`config.mk`:
```
export PLATFORM = sky130hd
export DESIGN_NAME = execution_unit
export DESIGN_NICKNAME = d
export VERILOG_FILES = /design/src/eu_pkg.sv /design/src/instr_if.sv /design/src/byte_fetch.sv /design/src/ea_calc.sv /design/src/execution_unit.sv /design/src/mov_decode.sv /design/src/mov_execute.sv /design/src/register_file.sv
export SDC_FILE = /design/constraint.sdc
export NUM_CORES = 1
export LEC_CHECK = 0
export BUFFER_PORTS_ARGS = -buffer_cell sky130_fd_sc_hd__buf_2
export CAP_MARGIN = 0
export CORE_AREA = 2 2 159 161
export CTS_CLUSTER_DIAMETER = 50
export CTS_CLUSTER_SIZE = 40
export DETAILED_ROUTE_END_ITERATION = 6
export DIE_AREA = 0 0 161 163
export PLACE_DENSITY = 0.85
export SLEW_MARGIN = 15
export SYNTH_ARGS = -nofsm -noshare
export SYNTH_HDL_FRONTEND = slang
export SYNTH_SLANG_ARGS = --single-unit
```
`constraint.sdc`:
```
create_clock -name clk -period 13.15 [get_ports clk]
set_clock_uncertainty 0.1 [all_clocks]
set_input_delay 1.315 -clock clk [delete_from_list [all_inputs] [get_ports clk]]
set_output_delay 1.315 -clock clk [all_outputs]
set_load 0.01 [all_outputs]
```
`src/eu_pkg.sv`:
```
package eu_pkg;

    // datapath widths
    localparam int DATA_W = 16;
    localparam int ADDR_W = 20;
    localparam int BYTE_W = 8;

    // register counts
    localparam int NUM_REGS  = 8;
    localparam int NUM_SREGS = 4;

    // segment indices, order ES CS SS DS
    localparam logic [1:0] SREG_SS = 2'd2;
    localparam logic [1:0] SREG_DS = 2'd3;

    // word registers used by address generation
    // order AW CW DW BW SP BP IX IY
    localparam logic [2:0] REG_BW = 3'd3;
    localparam logic [2:0] REG_BP = 3'd5;
    localparam logic [2:0] REG_IX = 3'd6;
    localparam logic [2:0] REG_IY = 3'd7;

    // opcode patterns without the size bit
    localparam logic [6:0] OPC_MOV_RM_R   = 7'b1000100;
    localparam logic [6:0] OPC_MOV_R_RM   = 7'b1000101;
    localparam logic [6:0] OPC_MOV_RM_IMM = 7'b1100011;
    // 8C has no size bit, 8D is a different instruction
    localparam logic [7:0] OPC_MOV_RM_SREG = 8'h8C;
    // B0..BF, size in bit 3 and register in bits 2:0
    localparam logic [3:0] OPC_MOV_REG_IMM = 4'b1011;

    typedef enum logic [1:0] {
        IDLE  = 2'd0,
        READ  = 2'd1,
        WRITE = 2'd2
    } bus_cmd_e;

    typedef enum logic [2:0] {
        MOV_NONE,
        MOV_REG_FROM_RM,
        MOV_RM_FROM_REG,
        MOV_RM_FROM_IMM,
        MOV_REG_FROM_IMM,
        MOV_RM_FROM_SREG
    } mov_kind_e;

    typedef enum logic [2:0] {
        OPCODE,
        MODRM,
        DISP_LO,
        DISP_HI,
        IMM_LO,
        IMM_HI,
        FULL
    } fetch_state_e;

endpackage

```
`src/instr_if.sv`:
```
interface instr_if;

    // instruction present, fields stable while high
    logic valid;
    eu_pkg::mov_kind_e kind;
    // operand size, 1 for word
    logic word;
    logic [eu_pkg::BYTE_W-1:0] modrm;
    // already sign-extended for disp8, zero when absent
    logic [eu_pkg::DATA_W-1:0] disp;
    logic [eu_pkg::DATA_W-1:0] imm;
    // modrm reg field, or opcode register for B0..BF
    logic [2:0] reg_id;
    // one-cycle pulse from execute when it is done with the instruction
    logic take;

    modport fetch
    (
        output valid, kind, word, modrm, disp, imm, reg_id,
        input  take
    );

    modport exec
    (
        input  valid, kind, word, modrm, disp, imm, reg_id,
        output take
    );

endinterface

```
`src/byte_fetch.sv`:
```
module byte_fetch
(
    input  logic clk,
    input  logic reset,
    input  logic [eu_pkg::BYTE_W-1:0] prefetch_data,
    input  logic queue_empty,
    output logic queue_pop,
    instr_if.fetch instr
);

    eu_pkg::fetch_state_e state;
    eu_pkg::fetch_state_e step;

    // held from the cycle after reset
    logic running;
    logic slot_free;
    logic load;

    // assembly registers, one per instruction byte
    logic [eu_pkg::BYTE_W-1:0] opcode_q, modrm_q, disp_lo_q, disp_hi_q, imm_lo_q, imm_hi_q;
    logic [eu_pkg::BYTE_W-1:0] opcode_n, modrm_n, disp_lo_n, disp_hi_n, imm_lo_n, imm_hi_n;
    logic [eu_pkg::DATA_W-1:0] disp_full;
    logic [eu_pkg::DATA_W-1:0] imm_full;

    logic need_modrm, need_disp, disp_word, need_imm, imm_word, dec_word;
    eu_pkg::mov_kind_e dec_kind;
    logic [2:0] dec_reg_id;

    // FULL holds a finished instruction, nothing more is popped
    assign queue_pop = running && !queue_empty && (state != eu_pkg::FULL);

    // the byte on prefetch_data lands in the field of the current state
    assign opcode_n  = (queue_pop && state == eu_pkg::OPCODE)  ? prefetch_data : opcode_q;
    assign modrm_n   = (queue_pop && state == eu_pkg::MODRM)   ? prefetch_data : modrm_q;
    assign disp_lo_n = (queue_pop && state == eu_pkg::DISP_LO) ? prefetch_data : disp_lo_q;
    assign disp_hi_n = (queue_pop && state == eu_pkg::DISP_HI) ? prefetch_data : disp_hi_q;
    assign imm_lo_n  = (queue_pop && state == eu_pkg::IMM_LO)  ? prefetch_data : imm_lo_q;
    assign imm_hi_n  = (queue_pop && state == eu_pkg::IMM_HI)  ? prefetch_data : imm_hi_q;

    // decode sees the byte arriving now, so the next field is known at once
    mov_decode decode_inst
    (
        .opcode(opcode_n),
        .modrm(modrm_n),
        .need_modrm(need_modrm),
        .need_disp(need_disp),
        .disp_word(disp_word),
        .need_imm(need_imm),
        .imm_word(imm_word),
        .word(dec_word),
        .kind(dec_kind),
        .reg_id(dec_reg_id)
    );

    // disp8 is sign-extended, missing disp reads as zero for the adder
    assign disp_full = !need_disp ? '0 :
                       disp_word  ? {disp_hi_n, disp_lo_n} :
                                    {{eu_pkg::BYTE_W{disp_lo_n[7]}}, disp_lo_n};
    assign imm_full  = imm_word ? {imm_hi_n, imm_lo_n} : {{eu_pkg::BYTE_W{1'b0}}, imm_lo_n};

    // which field follows the current one, FULL marks the last byte
    always_comb
    begin
        step = eu_pkg::FULL;
        case (state)
            eu_pkg::OPCODE:
                step = need_modrm ? eu_pkg::MODRM : need_imm ? eu_pkg::IMM_LO : eu_pkg::FULL;
            eu_pkg::MODRM:
                step = need_disp ? eu_pkg::DISP_LO : need_imm ? eu_pkg::IMM_LO : eu_pkg::FULL;
            eu_pkg::DISP_LO:
                step = disp_word ? eu_pkg::DISP_HI : need_imm ? eu_pkg::IMM_LO : eu_pkg::FULL;
            eu_pkg::DISP_HI:
                step = need_imm ? eu_pkg::IMM_LO : eu_pkg::FULL;
            eu_pkg::IMM_LO:
                step = imm_word ? eu_pkg::IMM_HI : eu_pkg::FULL;
            default:
                step = eu_pkg::FULL;
        endcase
    end

    // slot can accept when empty or emptied on this edge
    assign slot_free = !instr.valid || instr.take;
    assign load = (queue_pop && step == eu_pkg::FULL && slot_free)
               || (state == eu_pkg::FULL && instr.take);

    always_ff @(posedge clk)
    begin
        if (reset)
        begin
            running     <= 1'b0;
            state       <= eu_pkg::OPCODE;
            instr.valid <= 1'b0;
        end
        else
        begin
            running <= 1'b1;
            if (load)
            begin
                instr.valid <= 1'b1;
            end
            else if (instr.take)
            begin
                instr.valid <= 1'b0;
            end

            if (load)
            begin
                state <= eu_pkg::OPCODE;
            end
            else if (queue_pop)
            begin
                // last byte with a busy slot parks in FULL
                state <= step;
            end
        end
    end

    always_ff @(posedge clk)
    begin
        opcode_q  <= opcode_n;
        modrm_q   <= modrm_n;
        disp_lo_q <= disp_lo_n;
        disp_hi_q <= disp_hi_n;
        imm_lo_q  <= imm_lo_n;
        imm_hi_q  <= imm_hi_n;
    end

    // present the instruction to execute
    always_ff @(posedge clk)
    begin
        if (load)
        begin
            instr.kind   <= dec_kind;
            instr.word   <= dec_word;
            instr.modrm  <= modrm_n;
            instr.disp   <= disp_full;
            instr.imm    <= imm_full;
            instr.reg_id <= dec_reg_id;
        end
    end

    // a finished instruction only parks behind a busy slot
    assert property (@(posedge clk) disable iff (reset) state == eu_pkg::FULL |-> instr.valid);

endmodule

```
`src/ea_calc.sv`:
```
module ea_calc
(
    input  logic [eu_pkg::BYTE_W-1:0] modrm,
    input  logic [eu_pkg::DATA_W-1:0] disp,
    input  logic [eu_pkg::DATA_W-1:0] bw,
    input  logic [eu_pkg::DATA_W-1:0] bp,
    input  logic [eu_pkg::DATA_W-1:0] ix,
    input  logic [eu_pkg::DATA_W-1:0] iy,
    input  logic [eu_pkg::DATA_W-1:0] segment_registers [eu_pkg::NUM_SREGS],
    output logic [eu_pkg::ADDR_W-1:0] physical_address
);

    logic [eu_pkg::DATA_W-1:0] base;
    logic [eu_pkg::DATA_W-1:0] offset;
    logic [eu_pkg::DATA_W-1:0] segment;
    logic mod_zero;
    logic bp_based;

    assign mod_zero = (modrm[7:6] == 2'b00);

    always_comb
    begin
        case (modrm[2:0])
            3'd0: base = bw + ix;
            3'd1: base = bw + iy;
            3'd2: base = bp + ix;
            3'd3: base = bp + iy;
            3'd4: base = ix;
            3'd5: base = iy;
            // direct address when mod is 00, disp carries it
            3'd6: base = mod_zero ? '0 : bp;
            default: base = bw;
        endcase
    end

    // 16-bit wrap on the offset
    assign offset = base + disp;

    // BP forms address the stack segment
    assign bp_based = (modrm[2:1] == 2'b01) || (modrm[2:0] == 3'd6 && !mod_zero);
    assign segment  = bp_based ? segment_registers[eu_pkg::SREG_SS]
                               : segment_registers[eu_pkg::SREG_DS];

    assign physical_address = {segment, 4'h0} + {4'h0, offset};

endmodule

```
`src/execution_unit.sv`:
```
module execution_unit
(
    input  logic clk,
    input  logic reset,

    // prefetch queue
    input  logic [eu_pkg::BYTE_W-1:0] prefetch_data,
    input  logic queue_empty,
    output logic queue_pop,

    // segment values from the bus unit
    input  logic [eu_pkg::DATA_W-1:0] segment_registers [eu_pkg::NUM_SREGS],

    // bus
    output eu_pkg::bus_cmd_e bus_command,
    output logic [eu_pkg::ADDR_W-1:0] bus_address,
    output logic [eu_pkg::DATA_W-1:0] data_out,
    input  logic [eu_pkg::DATA_W-1:0] data_in,
    input  logic bus_command_done
);

    // one decoded instruction between the stages
    instr_if instr_bus ();

    byte_fetch fetch_inst
    (
        .clk(clk),
        .reset(reset),
        .prefetch_data(prefetch_data),
        .queue_empty(queue_empty),
        .queue_pop(queue_pop),
        .instr(instr_bus.fetch)
    );

    mov_execute exec_inst
    (
        .clk(clk),
        .reset(reset),
        .instr(instr_bus.exec),
        .segment_registers(segment_registers),
        .bus_command(bus_command),
        .bus_address(bus_address),
        .data_out(data_out),
        .data_in(data_in),
        .bus_command_done(bus_command_done)
    );

endmodule

```
`src/mov_decode.sv`:
```
module mov_decode
(
    input  logic [eu_pkg::BYTE_W-1:0] opcode,
    input  logic [eu_pkg::BYTE_W-1:0] modrm,
    output logic need_modrm,
    output logic need_disp,
    output logic disp_word,
    output logic need_imm,
    output logic imm_word,
    output logic word,
    output eu_pkg::mov_kind_e kind,
    output logic [2:0] reg_id
);

    logic [1:0] mod;
    logic [2:0] rm;
    logic direct;

    assign mod = modrm[7:6];
    assign rm  = modrm[2:0];

    // mod 00 with rm 110 is a bare 16-bit address
    assign direct = (mod == 2'b00) && (rm == 3'b110);

    // displacement only exists behind a modrm byte
    assign need_disp = need_modrm && ((mod == 2'b01) || (mod == 2'b10) || direct);
    assign disp_word = (mod == 2'b10) || direct;

    always_comb
    begin
        // unknown opcodes fall through as a one-byte no-op
        kind       = eu_pkg::MOV_NONE;
        need_modrm = 1'b0;
        need_imm   = 1'b0;
        imm_word   = 1'b0;
        word       = opcode[0];
        reg_id     = modrm[5:3];

        if (opcode[7:1] == eu_pkg::OPC_MOV_RM_R)
        begin
            kind       = eu_pkg::MOV_RM_FROM_REG;
            need_modrm = 1'b1;
        end
        else if (opcode[7:1] == eu_pkg::OPC_MOV_R_RM)
        begin
            kind       = eu_pkg::MOV_REG_FROM_RM;
            need_modrm = 1'b1;
        end
        else if (opcode[7:1] == eu_pkg::OPC_MOV_RM_IMM)
        begin
            kind       = eu_pkg::MOV_RM_FROM_IMM;
            need_modrm = 1'b1;
            need_imm   = 1'b1;
            imm_word   = opcode[0];
        end
        else if (opcode == eu_pkg::OPC_MOV_RM_SREG)
        begin
            // segment registers are always word sized
            kind       = eu_pkg::MOV_RM_FROM_SREG;
            need_modrm = 1'b1;
            word       = 1'b1;
        end
        else if (opcode[7:4] == eu_pkg::OPC_MOV_REG_IMM)
        begin
            // short form, register in the opcode itself
            kind     = eu_pkg::MOV_REG_FROM_IMM;
            need_imm = 1'b1;
            imm_word = opcode[3];
            word     = opcode[3];
            reg_id   = opcode[2:0];
        end
    end

endmodule

```
`src/mov_execute.sv`:
```
module mov_execute
(
    input  logic clk,
    input  logic reset,
    instr_if.exec instr,
    input  logic [eu_pkg::DATA_W-1:0] segment_registers [eu_pkg::NUM_SREGS],
    output eu_pkg::bus_cmd_e bus_command,
    output logic [eu_pkg::ADDR_W-1:0] bus_address,
    output logic [eu_pkg::DATA_W-1:0] data_out,
    input  logic [eu_pkg::DATA_W-1:0] data_in,
    input  logic bus_command_done
);

    logic uses_rm;
    logic is_mem;
    logic mem_read;
    logic reg_dest;
    logic pending;
    logic bus_done;
    logic issue;

    logic rf_we;
    logic [2:0] rf_write_id;
    logic [2:0] rf_read_id;
    logic [eu_pkg::DATA_W-1:0] rf_read_data;
    logic [eu_pkg::DATA_W-1:0] addr_regs [4];

    logic [eu_pkg::DATA_W-1:0] load_data;
    logic [eu_pkg::DATA_W-1:0] src_data;
    logic [eu_pkg::DATA_W-1:0] store_data;
    logic [eu_pkg::ADDR_W-1:0] physical_address;

    // kinds with an rm operand, memory unless mod is 11
    assign uses_rm = (instr.kind == eu_pkg::MOV_REG_FROM_RM)
                  || (instr.kind == eu_pkg::MOV_RM_FROM_REG)
                  || (instr.kind == eu_pkg::MOV_RM_FROM_IMM)
                  || (instr.kind == eu_pkg::MOV_RM_FROM_SREG);
    assign is_mem   = uses_rm && (instr.modrm[7:6] != 2'b11);
    assign mem_read = is_mem && (instr.kind == eu_pkg::MOV_REG_FROM_RM);
    assign reg_dest = (instr.kind == eu_pkg::MOV_REG_FROM_RM)
                   || (instr.kind == eu_pkg::MOV_REG_FROM_IMM)
                   || (uses_rm && !is_mem);

    assign pending  = (bus_command != eu_pkg::IDLE);
    assign bus_done = pending && bus_command_done;
    assign issue    = instr.valid && is_mem && !pending;

    // register moves retire at once, memory moves with the bus answer
    assign instr.take = instr.valid && (!is_mem || bus_done);
    assign rf_we = instr.take && reg_dest;

    // reg field for the 88/89 source, rm field otherwise
    assign rf_read_id = (instr.kind == eu_pkg::MOV_RM_FROM_REG) ? instr.reg_id
                                                                : instr.modrm[2:0];
    assign rf_write_id = ((instr.kind == eu_pkg::MOV_REG_FROM_RM)
                       || (instr.kind == eu_pkg::MOV_REG_FROM_IMM)) ? instr.reg_id
                                                                    : instr.modrm[2:0];

    // byte loads keep the low byte only
    assign load_data = instr.word ? data_in
                                  : {{eu_pkg::BYTE_W{1'b0}}, data_in[eu_pkg::BYTE_W-1:0]};

    always_comb
    begin
        case (instr.kind)
            eu_pkg::MOV_REG_FROM_IMM,
            eu_pkg::MOV_RM_FROM_IMM:  src_data = instr.imm;
            eu_pkg::MOV_RM_FROM_SREG: src_data = segment_registers[instr.reg_id[1:0]];
            eu_pkg::MOV_REG_FROM_RM:  src_data = is_mem ? load_data : rf_read_data;
            default:                  src_data = rf_read_data;
        endcase
    end

    // byte stores go out on the low lane, high lane zero
    assign store_data = instr.word ? src_data
                                   : {{eu_pkg::BYTE_W{1'b0}}, src_data[eu_pkg::BYTE_W-1:0]};

    ea_calc ea_inst
    (
        .modrm(instr.modrm),
        .disp(instr.disp),
        .bw(addr_regs[0]),
        .bp(addr_regs[1]),
        .ix(addr_regs[2]),
        .iy(addr_regs[3]),
        .segment_registers(segment_registers),
        .physical_address(physical_address)
    );

    register_file register_file_inst
    (
        .clk(clk),
        .reset(reset),
        .we(rf_we),
        .word(instr.word),
        .write_id(rf_write_id),
        .write_data(src_data),
        .read_id(rf_read_id),
        .read_data(rf_read_data),
        .addr_regs(addr_regs)
    );

    // command stays up until done, then idles for at least a cycle
    always_ff @(posedge clk)
    begin
        if (reset)
            bus_command <= eu_pkg::IDLE;
        else if (bus_done)
            bus_command <= eu_pkg::IDLE;
        else if (issue)
            bus_command <= mem_read ? eu_pkg::READ : eu_pkg::WRITE;
    end

    always_ff @(posedge clk)
    begin
        if (issue)
        begin
            bus_address <= physical_address;
            data_out    <= store_data;
        end
    end

    // a pending request belongs to the memory move still presented
    assert property (@(posedge clk) disable iff (reset)
        pending |-> instr.valid && is_mem);

    // and its address matches that operand until done
    assert property (@(posedge clk) disable iff (reset)
        pending |-> bus_address == physical_address);

endmodule

```
`src/register_file.sv`:
```
module register_file
(
    input  logic clk,
    input  logic reset,
    input  logic we,
    input  logic word,
    input  logic [2:0] write_id,
    input  logic [eu_pkg::DATA_W-1:0] write_data,
    input  logic [2:0] read_id,
    output logic [eu_pkg::DATA_W-1:0] read_data,
    // BW, BP, IX, IY in that order
    output logic [eu_pkg::DATA_W-1:0] addr_regs [4]
);

    localparam int HI = eu_pkg::DATA_W - 1;
    localparam int LO_TOP = eu_pkg::BYTE_W - 1;

    logic [eu_pkg::DATA_W-1:0] regs [eu_pkg::NUM_REGS];
    logic [eu_pkg::DATA_W-1:0] read_word;

    // byte ids 4..7 are the high halves of registers 0..3
    assign read_word = regs[{1'b0, read_id[1:0]}];
    assign read_data = word        ? regs[read_id] :
                       read_id[2]  ? {{eu_pkg::BYTE_W{1'b0}}, read_word[HI:eu_pkg::BYTE_W]} :
                                     {{eu_pkg::BYTE_W{1'b0}}, read_word[LO_TOP:0]};

    assign addr_regs[0] = regs[eu_pkg::REG_BW];
    assign addr_regs[1] = regs[eu_pkg::REG_BP];
    assign addr_regs[2] = regs[eu_pkg::REG_IX];
    assign addr_regs[3] = regs[eu_pkg::REG_IY];

    always_ff @(posedge clk)
    begin
        if (reset)
        begin
            for (int i = 0; i < eu_pkg::NUM_REGS; i++)
                regs[i] <= '0;
        end
        else if (we)
        begin
            if (word)
                regs[write_id] <= write_data;
            // a byte write only touches its lane
            else if (write_id[2])
                regs[{1'b0, write_id[1:0]}][HI:eu_pkg::BYTE_W] <= write_data[LO_TOP:0];
            else
                regs[{1'b0, write_id[1:0]}][LO_TOP:0] <= write_data[LO_TOP:0];
        end
    end

endmodule

```
After elaboration in Yosys (flattened, before gate mapping)
Memory sizes are Yosys's and may differ from the RTL's.
Index checks and enable logic that the tools add are counted.
{"block": "word_totals", "ram_bits": 128, "inputBits": 92, "output_inout_bits": 39, "reg_bits": 138, "memories": 1, "wordCells": 190}
{"block": "op_classes", "n_reduce_logical": 51, "eq_ne": 29, "addsub": 6, "n_mux": 80, "bitwise_logic": 1, "magnitude_cmp": 1}
{"name": "exec_inst.register_file_inst.regs", "depth": 8, "width": 16, "read_ports": 6, "rd_ports_with_merged_regs": 0, "wr": 8, "line": "register_file.sv:18", "rtl": "logic [eu_pkg::DATA_W-1:0] regs [eu_pkg::NUM_REGS];"}
{"cell": "two-way mux 16 bit", "n": 10}
{"cell": "case mux 16 bit (7 select lines)", "n": 1}
{"cell": "adder 16 bit", "n": 5}
{"cell": "two-way mux 8 bit", "n": 7}
{"cell": "case mux 16 bit (3 select lines)", "n": 1}
{"cell": "two-way mux 3 bit", "n": 14}
{"cell": "two-way mux 1 bit", "n": 39}
{"cell": "binary-select mux 16 bit (select 2 bit)", "n": 1}
{"cell": "OR reduction 16 bit", "n": 2}
{"cell": "equality test 3 bit, second input constant", "n": 10}
{"cell": "logical AND 1 bit", "n": 22}
{"cell": "equality test 7 bit, second input constant", "n": 3}
{"cell": "adder 20 x 16 -> 20 bit", "n": 1}
{"cell": "equality test 3 x 2 -> 1 bit, second input constant", "n": 6}
{"cell": "case mux 3 bit (5 select lines)", "n": 1}
{"cell": "logical OR 1 bit", "n": 12}
{"cell": "two-way mux 2 bit", "n": 6}
{"cell": "equality test 3 x 1 -> 1 bit, second input constant", "n": 3}
{"cell": "equality test 8 bit, second input constant", "n": 1}
{"cell": "zero test 3 bit", "n": 2}
{"cell": "OR reduction 2 bit", "n": 3}
{"cell": "zero test 1 bit", "n": 5}
{"cell": "equality test 2 x 1 -> 1 bit, second input constant", "n": 2}
{"cell": "equality test 4 bit, second input constant", "n": 1}
{"cell": "8 further kinds", "n": 10}

Depth between registers and ports, before layout
{"block": "logic_depth", "word_depth": 19, "mapped_depth": 32, "ltp_nobuf": 29}

Modules after synthesis
A second synthesis with hierarchy kept.
{"block": "hier_totals", "cells_unflattened": 1474, "area_unflattened_um2": 16539.6}
{"mod": "register_file", "cells_per_inst": 436, "n_inst": 1, "seq_area_each_um2": 3843.7, "area_each_um2": 6157.2}
{"mod": "ea_calc", "cells_per_inst": 535, "n_inst": 1, "seq_area_each_um2": 0.0, "area_each_um2": 3817.4}
{"mod": "byte_fetch", "cells_per_inst": 235, "n_inst": 1, "seq_area_each_um2": 2472.4, "area_each_um2": 3553.4}
{"mod": "mov_execute", "cells_per_inst": 234, "n_inst": 1, "seq_area_each_um2": 1121.1, "area_each_um2": 2746.4}
{"mod": "mov_decode", "cells_per_inst": 34, "n_inst": 1, "seq_area_each_um2": 0.0, "area_each_um2": 265.3}

Worst setup path after synthesis
No wires, ideal clock.
{"block": "synth_path", "kind": "register to register", "startpoint": "register fetch_inst.instr.modrm[0]", "endpoint": "register exec_inst.bus_address[17] (netlist name) (data pin)", "stages_incl_launch_ff": 32, "synth_period_minus_slack_ns": 6.666, "n_path_buf": 3, "t_required_ns": 12.799, "path_slack_ns": 6.484, "setup_ns": 0.251, "arrival_ns": 6.315, "path_cell_list": "edfxtp_1 > clkbuf_1 > nor2_1 > and2_1 > clkbuf_1 > clkbuf_1 > mux2_2 > ha_1 > inv_1 > fa_1 > nor2b_1 > o21ai_0 > a21boi_0 > o21a_1 > nor2_1 > xnor2_1 > a22oi_1 > a31oi_1 > ha_1 > or2_2 > or3_1 > a31o_2 > a21o_1 > nand3_1 > nand3_1 > a41oi_1 > xor3_1 > ha_1 > or2_2 > a211oi_1 > a221o_1 > nor2_1"}
{"block": "synth_via", "elab_chain_cells": 5, "elab_cells_between_ends": 13, "cone_classes": "add/sub (2); eq/ne (6); mux (2); reduce/logical (3)"}
{"element": "start: declaration", "line": "instr_if.sv:19", "rtl": "output valid, kind, word, modrm, disp, imm, reg_id,"}
{"element": "start signal: assignment", "line": "byte_fetch.sv:135", "rtl": "instr.modrm <= modrm_n;"}
{"element": "parallel branches: the longest is 4 deep, another holds adder 16 bit"}
{"element": "adder 20 x 16 -> 20 bit *", "line": "ea_calc.sv:44", "rtl": "assign physical_address = {segment, 4'h0} + {4'h0, offset};"}
{"element": "via exec_inst.ea_inst.physical_address (one bit)", "line": "ea_calc.sv:10", "rtl": "output logic [eu_pkg::ADDR_W-1:0] physical_address"}
{"element": "end signal: assignment", "line": "mov_execute.sv:118", "rtl": "bus_address <= physical_address;"}
{"element": "end: declaration", "line": "mov_execute.sv:8", "rtl": "output logic [eu_pkg::ADDR_W-1:0] bus_address,"}
Mark *: on every way through the listed nets, which the timed path passes.
A chain may end at the register's enable or synchronous reset.

Worst setup path in the final report
Same ends and word-level chain as after synthesis.

==> flow_summary.json <==
{
  "status": "complete, no violations",
  "fillers": 1714,
  "drtAntennaViolNets": 0,
  "syn_avg_cell_area_sq_um": 10.9,
  "critPathSlowestCell": "and2_1",
  "synth-simple-area-share_pct": 13.9,
  "core_footprint_sq_mm": 0.0247,
  "grt_antenna_before_repair": 0,
  "dieArea_sq_mm": 0.0262,
  "layout_commonest_cell": "nor2_1",
  "route.detailed.vias_per_inst": 6.76,
  "clk_slew_on_worst_s_h_paths_ns": 0.08,
  "multi_input_comb_area_sq_mm": 0.00803,
  "timing.critical_path.arrival_ns": 8.20,
  "critPathMaxFanout": 35,
  "drt_first_iter_violations": 1832,
  "critical_path_rt_ns": 13.35,
  "tritoncts": "built",
  "ctsResizeCount": 0,
  "cts_setup_buffers": 0,
  "main_combinational_cell_family_by_area_after_synthesis": "multiplexers",
  "ys.warnings.count": 0,
  "num_rows": 58,
  "finalCritPeriodShare_pct": 60.8,
  "post_synth_instance_area_sq_mm": 0.0158,
  "yosysSeqAreaShare_pct": 46.6,
  "timing_worst_setup_path_type": "reg2reg",
  "diodes": 0,
  "cts.path.max_buffers": 3,
  "cts_htree_levels": 1,
  "cp_slowest_stage_delay_ns": 0.78,
  "timing.fmax_ghz": 0.125,
  "area_added_between_synthesis_and_finish_pct": 11.6,
  "synth.net_count": 1599,
  "cp.buffers_inverters": 2,
  "endpoint_kind": "flop",
  "peakVddDrop_uv": 138,
  "numCtsBuffers": 25,
  "worst_min_path_class": "reg2reg",
  "yosys-mux-area-fraction_pct": 15.3,
  "layout.core_utilization_pct": 71.4,
  "setup_viol_count_final": 0,
  "drt-wirelength-per-cell_um": 24.3,
  "hold_viol_final": 0,
  "synth_adder_area_share_pct": 5.34,
  "finalCriticalPeriod_ns": 8.00,
  "synth_xor_xnor_area_share_pct": 2.93,
  "place_hpwl_um": 34400,
  "compound_gate_fraction_of_synth_area_pct": 13.2,
  "routed_wirelength_um": 46300,
  "boundaryPins": 131,
  "static-leakage-power_nw": 6.93,
  "drv.max_cap_violation_count": 0,
  "timing.final.max_slew_violations": 0,
  "clock_insertion_delay_worst_skew_ns": 0.56,
  "drcViolationCount": 0,
  "grt_start_max_net_pins": 46,
  "most_used_cells_in_the_layout_excluding_fill_and_tap_cells": "229 x nor2_1, 208 x edfxtp_1, 130 x buf_2",
  "final_layout_size_suffix_gt1_share_pct": 23.5,
  "global_placement_routability_congestion": 1.07,
  "fraction_of_synthesis_flops_using_an_asynchronous_set_or_reset_pin_pct": 0,
  "layout.nets": 1709,
  "seqCellArea_sq_mm": 0.00735,
  "root_buffer": "clkbuf_16",
  "vias": 12845,
  "critical_path.startpoint_type": "flop",
  "post_synth_num_cell_types": 77,
  "first_pass_iters": 7,
  "dominantRegCellSynth": "edfxtp_1",
  "die_height_um": 163,
  "grt_first_pass_wirelength_um": 71300,
  "setup_total_negative_slack_ns": 0,
  "synth_seq_cells": 263,
  "power-per-cell-area_mw_per_mm2": 147,
  "rsz0062_at_grt": "no",
  "numClockSinks": 263,
  "path_delay_family": "simple AND/OR/NAND/NOR gates",
  "postSynthCellCount": 1442,
  "post_cts_hold_buffer_count": 0,
  "chipWidth_um": 161,
  "worst_slew_pin_slew_ns": 1.16,
  "via_count_of_the_first_global_routing_pass": 12162,
  "globalRouteOverflowTotal": 0,
  "synth_edf_count": 208,
  "count_of_buffers_from_port_buffering": 130,
  "timing.slew.headroom_pct": 22.6,
  "global_route_usage_sum_pct": 35.6,
  "initial_utilization_pct": 64.0
}
worst paths after layout:
path                                  start                        end  slack (ns)  cells after the start
setup / recovery  fetch_inst.instr.modrm[0]  exec_inst.bus_address[17]        5.15                     29
hold / removal       fetch_inst.imm_lo_q[1]     fetch_inst.imm_lo_q[1]        0.37                      2
setup reg to reg  fetch_inst.instr.modrm[0]  exec_inst.bus_address[17]        5.15                     29
hold reg to reg      fetch_inst.imm_lo_q[1]     fetch_inst.imm_lo_q[1]        0.37                      2
final cells by class:
class	count	share of cell area (%)
flip-flops and latches	263	41.7
multi-input cells	1074	45.6
clock inverters	21	1.57
repair buffers	145	4.33
inverters	43	0.916
clock buffers	25	3.55
well taps	330	2.34
stage by stage:
stage                     area, sq um  power [mW]  hold WS [ns]  setup WS, ns  instances
after CTS                       17600        2.56         0.369          5.26       1901
after global placement          16700        1.75         0.335          5.48       1855
after floorplan                 15800        1.56         0.322          6.48       1442
after global routing            17600        2.67         0.390          4.64       1901
final                           17600        2.58         0.367          5.15       1901
after detailed placement        16700        1.78         0.350          5.29       1855
worst min-delay path, cell delays in order (launching register included):
cell     delay (ns)
dfxtp_1        0.31
nand2_1        0.04
o21ai_0        0.08
routing by layer:
layer / share of wire (%) / wire length (um) / vias to the layer above / GRT usage, %
met4: 5.0 / 2310 / 0 / 13.1
met3: 12 / 5460 / 172 / 7.08
met5: 0 / 0 / - / 0
met1: 37 / 17200 / 6137 / 48.6
li1: - / - / 5626 / -
met2: 46 / 21300 / 910 / 57.2
cells in the mapped netlist (5+ instances only):
cell type / count / share of area [%]
mux2_2: 97 / 6.9
xor2_1: 20 / 1.1
nand4_1: 8 / 0.32
or2_2: 8 / 0.32
nand3_1: 26 / 0.82
a31oi_1: 17 / 0.67
nor3_1: 19 / 0.60
a222oi_1: 8 / 0.51
o221ai_2: 5 / 0.48
nand2b_1: 7 / 0.28
or3_1: 8 / 0.32
a221oi_1: 7 / 0.39
o21bai_1: 14 / 0.67
clkbuf_1: 41 / 0.98
dfxtp_1: 55 / 7.0
mux4_2: 48 / 6.8
a21o_1: 18 / 0.86
nor2b_1: 38 / 1.5
a211oi_1: 8 / 0.38
edfxtp_1: 208 / 40
buf_2: 6 / 0.19
o21ba_2: 8 / 0.51
xnor2_1: 30 / 1.7
mux2i_1: 19 / 1.2
ha_1: 61 / 4.8
o211ai_1: 9 / 0.43
and3_1: 9 / 0.36
a21oi_1: 87 / 2.8
o21a_1: 12 / 0.57
o21ai_0: 50 / 1.6
nand2_1: 111 / 2.6
inv_1: 38 / 0.90
buf_1: 9 / 0.21
a2bb2oi_1: 7 / 0.39
o22ai_1: 13 / 0.52
nor2_1: 229 / 5.4
o22a_1: 9 / 0.50
registers in the layout (all words and copies together) (netlist names):
signal and flops:
exec_inst.bus_address 20, exec_inst.bus_command 2, exec_inst.data_out 16, exec_inst.register_file_inst.regs 128
fetch_inst.disp_hi_q 8, fetch_inst.disp_lo_q 8, fetch_inst.imm_hi_q 8, fetch_inst.imm_lo_q 8
fetch_inst.instr.disp 16, fetch_inst.instr.imm 16, fetch_inst.instr.kind 3, fetch_inst.instr.modrm 5
fetch_inst.instr.reg_id 3, fetch_inst.instr.valid 1, fetch_inst.instr.word 1, fetch_inst.modrm_q 8
fetch_inst.opcode_q 8, fetch_inst.running 1, fetch_inst.state 3
power by group:
part / switching (mW) / internal, mW
Sequential: 0.0403 / 0.994
Combinational: 0.452 / 0.301
Clock: 0.377 / 0.416
Total: 0.870 / 1.71
cells by family (layout without fill, tap and decap cells):
| group | count (synthesis) | after routing |
|---|---|---|
| adder cells (fa/ha/maj) | 65 | 65 |
| AND/OR/NAND/NOR | 486 | 486 |
| XOR/XNOR | 51 | 51 |
| AO/OA/AOI/OAI | 305 | 305 |
| flip-flops | 263 | 263 |
| buffers and inverters | 105 | 234 |
| multiplexers | 167 | 167 |
Power figures use the tool's default switching activity.
